<file path="config.mk">
export PLATFORM = sky130hd
export DESIGN_NAME = register_access_top
export DESIGN_NICKNAME = d
export VERILOG_FILES = /design/src/x86_arch_pkg.sv /design/src/ra_stage_pkg.sv /design/src/register_file.sv /design/src/segment_register_file.sv /design/src/mmx_register_file.sv /design/src/ra_skid_buffer.sv /design/src/register_access_top.sv
export SDC_FILE = /design/constraint.sdc
export NUM_CORES = 2
export LEC_CHECK = 0
export BUFFER_PORTS_ARGS = -buffer_cell sky130_fd_sc_hd__buf_2
export CAP_MARGIN = 5
export CORE_ASPECT_RATIO = 1.5
export CORE_MARGIN = 8
export CORE_UTILIZATION = 40
export DETAILED_ROUTE_END_ITERATION = 10
export PLACE_DENSITY = 0.65
export SETUP_SLACK_MARGIN = 0.02
export SYNTH_ARGS = -nofsm -noshare
export SYNTH_HDL_FRONTEND = slang
export SYNTH_SLANG_ARGS = --single-unit
</file>
<file path="constraint.sdc">
create_clock -name clk -period 105.1 [get_ports clk]
set_clock_uncertainty 0.05 [all_clocks]
set_input_delay 26.275 -clock clk [delete_from_list [all_inputs] [get_ports clk]]
set_output_delay 26.275 -clock clk [all_outputs]
set_load 0.01 [all_outputs]
</file>
<file path="src/x86_arch_pkg.sv">
/*
 * x86 architectural state definitions
 * Register counts and widths, register numbers and the GPR writeback word
 */
`default_nettype none

package x86_arch_pkg;

    // Register file sizes
    localparam int GPR_COUNT = 8;
    localparam int SEG_COUNT = 6;
    localparam int MMX_COUNT = 8;

    localparam int GPR_W = 32;
    localparam int SEG_W = 16;
    localparam int MMX_W = 64;

    // EAX ECX EDX EBX ESP EBP ESI EDI
    typedef logic [2:0] gpr_idx_t;

    // ES CS SS DS FS GS, values 6 and 7 unused
    typedef logic [2:0] seg_idx_t;

    typedef logic [2:0] mmx_idx_t;

    // Operand kind from decode
    typedef logic [2:0] op_kind_t;

    // Register taken from ModRM rm
    localparam op_kind_t OP_KIND_MODRM_REG = 3'd4;

    // Writeback size in bytes
    typedef logic [2:0] wb_size_t;

    localparam wb_size_t WB_SIZE_BYTE  = 3'd1;
    localparam wb_size_t WB_SIZE_WORD  = 3'd2;
    localparam wb_size_t WB_SIZE_DWORD = 3'd4;

    // Writeback word, seen whole or split into bytes
    typedef union packed {
        logic [GPR_W-1:0] dword;
        struct packed {
            logic [15:0] upper;
            logic [7:0]  high;
            logic [7:0]  low;
        } parts;
    } gpr_wdata_u;

endpackage

`default_nettype wire

</file>
<file path="src/ra_stage_pkg.sv">
/*
 * Register access stage bundles
 * Decode input, register snapshot, stage output and writeback ports
 */
`default_nettype none

package ra_stage_pkg;

    import x86_arch_pkg::*;

    // Decoded instruction fields
    typedef struct packed {
        logic [2:0]  size;
        logic        set_d_flag;
        logic        clear_d_flag;
        op_kind_t    op0;
        op_kind_t    op1;
        gpr_idx_t    op0_reg;
        gpr_idx_t    op1_reg;
        logic [7:0]  modrm;
        logic [7:0]  sib;
        logic [47:0] imm;
        logic [31:0] disp;
        logic [3:0]  alu_op;
        logic [2:0]  flag_0;
        logic [2:0]  flag_1;
        logic [1:0]  stack_op;
        seg_idx_t    seg_override;
        logic        seg_override_valid;
        logic [31:0] pc;
        logic        branch_taken;
        logic [15:0] opcode;
    } decode_bundle_t;

    // Whole architectural register state
    typedef struct packed {
        logic [GPR_COUNT-1:0][GPR_W-1:0] gpr;
        logic [SEG_COUNT-1:0][SEG_W-1:0] seg;
        logic [MMX_COUNT-1:0][MMX_W-1:0] mmx;
    } reg_snapshot_t;

    // Operand registers in dec are already resolved
    typedef struct packed {
        decode_bundle_t dec;
        reg_snapshot_t  regs;
    } stage_out_t;

    typedef struct packed {
        logic       en;
        gpr_idx_t   number;
        wb_size_t   size;
        gpr_wdata_u data;
    } gpr_wb_t;

    typedef struct packed {
        logic             en;
        seg_idx_t         number;
        logic [SEG_W-1:0] data;
    } seg_wb_t;

    typedef struct packed {
        logic             en;
        mmx_idx_t         number;
        logic [MMX_W-1:0] data;
    } mmx_wb_t;

endpackage

`default_nettype wire

</file>
<file path="src/register_file.sv">
/*
 * General purpose register file
 * Eight 32-bit registers, byte/word/dword writeback, all read out at once
 */
`timescale 1ns/1ns
`default_nettype none

module register_file
    import x86_arch_pkg::*;
    import ra_stage_pkg::*;
(
    input  wire logic                            clk,
    input  wire logic                            rst_n,
    input  wire gpr_wb_t                         wb,
    output logic [GPR_COUNT-1:0][GPR_W-1:0]      gprs
);

    logic [GPR_COUNT-1:0][GPR_W-1:0] gpr_q;

    gpr_idx_t         wr_idx;
    logic [GPR_W-1:0] wr_val;
    logic             wr_en;

    // Merge the writeback into the current register value
    always_comb begin
        wr_idx = wb.number;
        wr_val = gpr_q[wb.number];
        wr_en  = wb.en;
        case (wb.size)
            WB_SIZE_DWORD: begin
                wr_val = wb.data.dword;
            end
            WB_SIZE_WORD: begin
                wr_val[15:0] = {wb.data.parts.high, wb.data.parts.low};
            end
            WB_SIZE_BYTE: begin
                if (wb.number[2]) begin
                    // AH/CH/DH/BH live in bits 15:8 of EAX..EBX
                    wr_idx        = {1'b0, wb.number[1:0]};
                    wr_val        = gpr_q[wr_idx];
                    wr_val[15:8]  = wb.data.parts.low;
                end else begin
                    wr_val[7:0] = wb.data.parts.low;
                end
            end
            default: begin
                // Unknown size, drop the write
                wr_en = 1'b0;
            end
        endcase
    end

    always_ff @(posedge clk or negedge rst_n) begin
        if (!rst_n) begin
            gpr_q <= '0;
        end else if (wr_en) begin
            gpr_q[wr_idx] <= wr_val;
        end
    end

    assign gprs = gpr_q;

endmodule

`default_nettype wire

</file>
<file path="src/segment_register_file.sv">
/*
 * Segment register file
 * Six 16-bit registers, one write port, all read out at once
 */
`timescale 1ns/1ns
`default_nettype none

module segment_register_file
    import x86_arch_pkg::*;
    import ra_stage_pkg::*;
(
    input  wire logic                            clk,
    input  wire logic                            rst_n,
    input  wire seg_wb_t                         wb,
    output logic [SEG_COUNT-1:0][SEG_W-1:0]      segs
);

    logic [SEG_COUNT-1:0][SEG_W-1:0] seg_q;
    logic                            wr_hit;

    // Indices 6 and 7 name no register
    assign wr_hit = wb.en && (wb.number < seg_idx_t'(SEG_COUNT));

    always_ff @(posedge clk or negedge rst_n) begin
        if (!rst_n) begin
            seg_q <= '0;
        end else if (wr_hit) begin
            seg_q[wb.number] <= wb.data;
        end
    end

    assign segs = seg_q;

endmodule

`default_nettype wire

</file>
<file path="src/mmx_register_file.sv">
/*
 * MMX register file
 * Eight 64-bit registers, one write port, all read out at once
 */
`timescale 1ns/1ns
`default_nettype none

module mmx_register_file
    import x86_arch_pkg::*;
    import ra_stage_pkg::*;
(
    input  wire logic                            clk,
    input  wire logic                            rst_n,
    input  wire mmx_wb_t                         wb,
    output logic [MMX_COUNT-1:0][MMX_W-1:0]      mmxs
);

    logic [MMX_COUNT-1:0][MMX_W-1:0] mmx_q;

    // MM0..MM7
    always_ff @(posedge clk or negedge rst_n) begin
        if (!rst_n) begin
            mmx_q <= '0;
        end else if (wb.en) begin
            mmx_q[wb.number] <= wb.data;
        end
    end

    assign mmxs = mmx_q;

endmodule

`default_nettype wire

</file>
<file path="src/ra_skid_buffer.sv">
/*
 * Register access stage buffer
 * Two-entry valid/ready FIFO for the stage output, with synchronous flush
 */
`timescale 1ns/1ns
`default_nettype none

module ra_skid_buffer
    import ra_stage_pkg::*;
(
    input  wire logic       clk,
    input  wire logic       rst_n,
    input  wire logic       flush,
    input  wire logic       in_valid,
    output logic            in_ready,
    input  wire stage_out_t in_data,
    output logic            out_valid,
    input  wire logic       out_ready,
    output stage_out_t      out_data
);

    stage_out_t mem [2];

    logic [1:0] count;
    logic       head;
    logic       tail;
    logic       push;
    logic       pop;

    // Full only with two entries; flush cycle accepts and discards
    assign in_ready  = flush || (count != 2'd2);
    // Nothing leaves during a flush
    assign out_valid = (count != 2'd0) && !flush;
    assign out_data  = mem[head];

    assign push = in_valid && in_ready && !flush;
    assign pop  = out_valid && out_ready;

    always_ff @(posedge clk or negedge rst_n) begin
        if (!rst_n) begin
            count <= 2'd0;
            head  <= 1'b0;
            tail  <= 1'b0;
        end else if (flush) begin
            count <= 2'd0;
            head  <= 1'b0;
            tail  <= 1'b0;
        end else begin
            if (push) begin
                tail <= ~tail;
            end
            if (pop) begin
                head <= ~head;
            end
            case ({push, pop})
                2'b10:   count <= count + 2'd1;
                2'b01:   count <= count - 2'd1;
                default: count <= count;
            endcase
        end
    end

    // Payload storage
    always_ff @(posedge clk) begin
        if (push) begin
            mem[tail] <= in_data;
        end
    end

endmodule

`default_nettype wire

</file>
<file path="src/register_access_top.sv">
/*
 * Register access stage
 * Resolves operand registers, snapshots GPR/segment/MMX state on accept
 * and hands the bundle to address generation through a two-entry buffer
 */
`timescale 1ns/1ns
`default_nettype none

module register_access_top
    import x86_arch_pkg::*;
    import ra_stage_pkg::*;
(
    input  wire logic           clk,
    input  wire logic           rst_n,
    input  wire logic           flush,

    // Decode side
    input  wire logic           d_valid,
    output logic                d_ready,
    input  wire decode_bundle_t d,

    // Address generation side
    output logic                r_valid,
    input  wire logic           r_ready,
    output stage_out_t          r,

    // Writeback
    input  wire gpr_wb_t        gpr_wb,
    input  wire seg_wb_t        seg_wb,
    input  wire mmx_wb_t        mmx_wb
);

    logic [GPR_COUNT-1:0][GPR_W-1:0] gprs;
    logic [SEG_COUNT-1:0][SEG_W-1:0] segs;
    logic [MMX_COUNT-1:0][MMX_W-1:0] mmxs;

    stage_out_t buf_in;

    // Kind 4 takes the register from ModRM rm
    function automatic gpr_idx_t resolve_reg(
        input op_kind_t   kind,
        input logic [7:0] modrm,
        input gpr_idx_t   dec_reg
    );
        gpr_idx_t sel;
        sel = (kind == OP_KIND_MODRM_REG) ? modrm[2:0] : dec_reg;
        return sel;
    endfunction

    always_comb begin
        buf_in             = '0;
        buf_in.dec         = d;
        buf_in.dec.op0_reg = resolve_reg(d.op0, d.modrm, d.op0_reg);
        buf_in.dec.op1_reg = resolve_reg(d.op1, d.modrm, d.op1_reg);
        buf_in.regs.gpr    = gprs;
        buf_in.regs.seg    = segs;
        buf_in.regs.mmx    = mmxs;
    end

    register_file register_file0 (
        .clk   (clk),
        .rst_n (rst_n),
        .wb    (gpr_wb),
        .gprs  (gprs)
    );

    segment_register_file segment_register_file0 (
        .clk   (clk),
        .rst_n (rst_n),
        .wb    (seg_wb),
        .segs  (segs)
    );

    mmx_register_file mmx_register_file0 (
        .clk   (clk),
        .rst_n (rst_n),
        .wb    (mmx_wb),
        .mmxs  (mmxs)
    );

    // One cycle from accept to r_valid
    ra_skid_buffer stage_buffer0 (
        .clk       (clk),
        .rst_n     (rst_n),
        .flush     (flush),
        .in_valid  (d_valid),
        .in_ready  (d_ready),
        .in_data   (buf_in),
        .out_valid (r_valid),
        .out_ready (r_ready),
        .out_data  (r)
    );

endmodule

`default_nettype wire

</file>
# After elaboration in Yosys (flattened, before gate mapping)
# Memory sizes are Yosys's and may differ from the RTL's.
# Cells that the tools add are included.
# word_totals
output_inout_bits,1044
mem_bits_rw,2084
ff_bits,868
latchBits,0
rom_bits,0
memories,1
elab_cells,92
input_bits,310
# memory_table
name,depth,width,read_ports,rd_clocked_by_memory_dff,write_ports,line,text
stage_buffer0.mem,2,1042,1,0,1,ra_skid_buffer.sv:22,stage_out_t mem [2];
# op_classes
n_bitwise,2
n_mul,0
n_shift,0
add_sub_neg,2
div_mod_pow,0
eq_ne,8
n_mux,29
n_lt_le_gt_ge,9
n_reduce_logical,16
# ops
op,count
512-bit bitwise mux,1
256-bit bitwise mux,1
64-bit demux with 3-bit select,1
32-bit binary-select mux with 3-bit select,1
96-bit bitwise mux,1
32-bit demux with 3-bit select,1
32-bit two-way mux,3
32-bit binary-select mux with 2-bit select,1
64-bit two-way mux,1
16-bit one-hot mux with 2 select lines,2
16-bit demux with 3-bit select,1
24-bit two-way mux,1
"3-bit by 4-bit less-than comparator with 1-bit output, second input constant",4
16-bit two-way mux,1
"3-bit equality test, second input constant",3
"3-bit by 1-bit >= comparator with 1-bit output, second input constant",3
3-bit two-way mux,3
1-bit logical AND,8
8-bit two-way mux,1
1-bit two-way mux,7
2-bit nonzero test,3
"2-bit by 4-bit less-than comparator with 1-bit output, second input constant",1
2-bit one-hot mux with 2 select lines,1
"3-bit by 1-bit equality test with 1-bit output, second input constant",1
other kinds (14),15

# Depth between registers and ports, before layout
# depth
depth_word,7
mapped_depth,9
ltp_nobuf,4

# Hierarchy
# Synthesis repeated with hierarchy kept, for this count alone.
# unflattened
hier_cells,5589
hier_area_um2,110613.6
# by_module_without_submodules
module,cells_each,area_per_inst_um2,seq_area_each_um2,instances
ra_skid_buffer,3271,76347.0,62680.1,1
mmx_register_file,1087,19177.1,12812.3,1
register_file,1016,11213.3,6406.1,1
segment_register_file,207,3771.1,2402.3,1
register_access_top,8,105.1,0.0,1

# Worst setup path before layout
# No wires, ideal clock.
# synth_timing
kind,input to register
start,in flush
end,"mem stage_buffer0.mem[1][0] (netlist bit), enable pin"
path_stages,4
arrival_time_ns,101.518
path_buffers,1
setup_time_ns,3.942
slack_ns,-0.410
required_ns,101.108
cell_sequence,clkbuf_1 -> or3b_2 -> nand2_1 -> nor3b_1
# synth_via
elab_chain_len,5
word_cells_on_any_way,6
cone_classes,mux: 2; reduce/logical: 4
# synth_lines
item,line,text
start: declaration,register_access_top.sv:15,"input wire logic flush,"
1-bit logical OR,ra_skid_buffer.sv:31,assign in_ready = flush || (count != 2'd2);
net d_ready,register_access_top.sv:19,"output logic d_ready,"
1-bit logical AND (2 in series),ra_skid_buffer.sv:36,assign push = in_valid && in_ready && !flush;
1-bit two-way mux,ra_skid_buffer.sv:65,if (push) begin
1-bit two-way mux (implied by the code),ra_skid_buffer.sv:66,mem[tail] <= in_data;
end: declaration,ra_skid_buffer.sv:22,
# The timed path passes the listed nets, and every way through them passes these cells.

# Worst setup path in the final report
# layout_timing
start,in flush
end,out r_valid
# layout_via
elab_chain_len,2
# layout_lines
item,line,text
1-bit logical NOT,ra_skid_buffer.sv:33,assign out_valid = (count != 2'd0) && !flush;
1-bit logical AND,ra_skid_buffer.sv:33,
end: declaration,register_access_top.sv:23,"output logic r_valid,"
# No other way between the ends.

==> out/metrics.cfg <==
[placed_design]
place_ws_ns=51.26
place.gp.congestion=0.866
dp_cells=10400
io_buffer_count=1353
dpl.hpwl_microns=225000

[hold_path]
hold_class=flip-flop to flip-flop

[grt]
grt_max_degree=168
antenna_found_initial=82
overflow=0
grt_pass1_vias=60800
grt_pass1_wl_microns=452000
grt_usage_pct=21.1

[synthesis]
synth_warnings=0
syn-mean-instance-area_sq_um=19.9
synth_area_leader_cell=edfxtp_1
synth.distinct_cells=52
yosysSeqAreaShare_pct=76.3
synthTopCellsByCount=edfxtp_1 (2084), mux2_2 (1703), dfrtp_1 (868)
synth.most_common_cell=edfxtp_1
yosys.area.top_type_share_pct=56.6
yosys_register_bits=2952
synth-main-ff-cell=edfxtp_1
syn_inst=5566
synthArstFlopShare_pct=29.4
synth_area_leaders=edfxtp_1 (57%), dfrtp_1 (20%), mux2_2 (17%)
synth_edf_count=2084
synth_area_sq_mm=0.111
synth_nets=5876

[cts]
cts_tree=yes
post_cts.repair.setup_buffers=0
cts_made_buffers=288
insertion_delay_ns=0.85
cts.clk_slew.worst_paths_ns=0.06
holdBufCountCts=0
clk_path_buf_depth=4
cts_max_level=5
clock_sinks=2952
cts_resized=0
cts-root-buf=clkbuf_16

[floorplan]
die_area_sq_mm=0.294
die_h_microns=660
core_region_area_sq_mm=0.275
start_util_pct=40.2
chipWidth_microns=445
row_count=236
io_pins=1354

[final_layout]
area_growth_pct=18.5
drive_above_1_share_pct=50.2
fin_nets=7333
fin_cells=11000
fin_util_pct=47.6

[setup_path]
worstPathMaxFanout=8
crit_path_start_kind=input port
cpMaxStageDelayCell=nor2_1
critPathRequiredTime_ns=78.78
critPathCaptureType=primary output
max_stage_delay_ns=0.72
arrival_ns=27.47
worstPathCellList=buf_2 -> nor2_1 -> buf_2
path_class=input port to primary output
cpMostUsedCell=buf_2

[power]
ir_drop_uv=23.5
leakagePower_nw=49.2
powerDensity_mw_per_mm2=21.8

[flow_run]
maxCapViolations=0

[routing]
drt_wl_total_microns=322000
drt-vias-per-instance=5.26
wire_per_inst_microns=29.4
drtPass1Iterations=9
vias=57700
route.antenna.remaining_nets=0
drtIter0Drc=4218
drc=0

[sta]
tightest_slew_ns=1.26
maxSlewHeadroom_pct=15.6
fmax_mhz=18.6
hold_viol_final=0
final_max_slew_viol_count=0
period_share_pct=51.2
period_minus_slack_ns=53.79
fin_setup_tns_ns=0
finalSetupViolations=0
rsz0062_at_grt=false
fin_ws_ns=51.31

[run_status]
outcome=finished, final reports clean

==> power breakdown <==
| group | leakage (nW) | switching (mW) | internal [mW] |
|---|---|---|---|
| logic | 14.7 | 0.181 | 0.143 |
| registers | 29.9 | 0.0866 | 1.42 |
| clock network | 4.56 | 0.435 | 0.590 |
==> per-stage QoR <==
step                      cell area, sq um  hold slack [ns]  total power [mW]
after floorplan                     111000            0.385              1.76
after global placement              122000            0.391              1.84
after detailed placement            122000            0.398              1.86
after CTS                           131000            0.383              2.89
after global routing                131000            0.410              2.96
final                               131000            0.372              2.86
==> registers in the layout (all words and copies together), names as in the netlist <==
| register | cells |
|---|---|
| mmx_register_file0.mmxs | 512 |
| register_file0.gprs | 256 |
| segment_register_file0.segs | 96 |
| stage_buffer0.count | 2 |
| stage_buffer0.head | 1 |
| stage_buffer0.mem | 2084 |
| stage_buffer0.tail | 1 |
==> metal layers <==
layer  wire, microns  track usage, %  share of wire, %  vias up
met5             313               0             0.097        -
met4           17800            9.96               5.5       52
met3           31200            7.91               9.7      585
met2          163000            37.0                51     2259
met1          110000            22.4                34    30100
li1                -               -                 -    24700
==> worst max-delay path: cells and delay by family <==
kind	cells	cell delay, ns
buffers and inverters	2	0.46
AND/OR/NAND/NOR	1	0.72
==> cells in the final DEF, fill, tap and decap left out, types with 30 or more instances in the layout <==
master     synthesis  routed
diode_2            0      30
clkbuf_8           0      35
buf_4             18      94
buf_2             54    1351
a41oi_1           80      80
dfrtp_1          868     867
a31oi_1           84      84
mux2_2          1703    1703
clkbuf_16          0     298
clkinv_2           0      37
mux2_1           129     129
edfxtp_1        2084    2084
clkbuf_1         194      73
mux2i_1           88      88
==> cell families after synthesis <==
family	share of synthesized area [%]
DFF	76.3
buffers and inverters	1.20
xor gates and xnor gates	0.0385
muxes	20.0
AOI/OAI and AO/OA	1.92
and+or+nand+nor	0.562
==> path summary, 6_finish.rpt <==
| kind | from | endpoint | slack [ns] | cells past startpoint |
|---|---|---|---|---|
| min in group asynchronous | rst_n | mmx_register_file0.mmxs[35]$_DFFE_PN0P_ | 25.49 | 1 |
| hold / removal | segment_register_file0.segs[0]$_DFFE_PN0P_ | stage_buffer0.mem[0][512]$_DFFE_PP_ | 0.37 | 0 |
| hold reg to reg | segment_register_file0.segs[0]$_DFFE_PN0P_ | stage_buffer0.mem[0][512]$_DFFE_PP_ | 0.37 | 0 |
| setup / recovery | flush | r_valid | 51.31 | 3 |
| setup reg to reg | stage_buffer0.count[1]$_DFFE_PN0P_ | stage_buffer0.mem[0][451]$_DFFE_PP_ | 98.14 | 9 |
| max in group asynchronous | rst_n | mmx_register_file0.mmxs[193]$_DFFE_PN0P_ | 75.35 | 5 |
==> final cells by class <==
cell class | count | area (sq um)
tap | 3689 | 4620
sequential | 2952 | 84300
multi-input combinational | 2324 | 25000
fill | 23400 | 144000
clock inverter | 114 | 1150
inverter | 2 | 7.51
timing repair buffer | 1455 | 7660
clock buffer | 405 | 8200
antenna | 30 | 75.1
(Power assumes the default switching activity.)
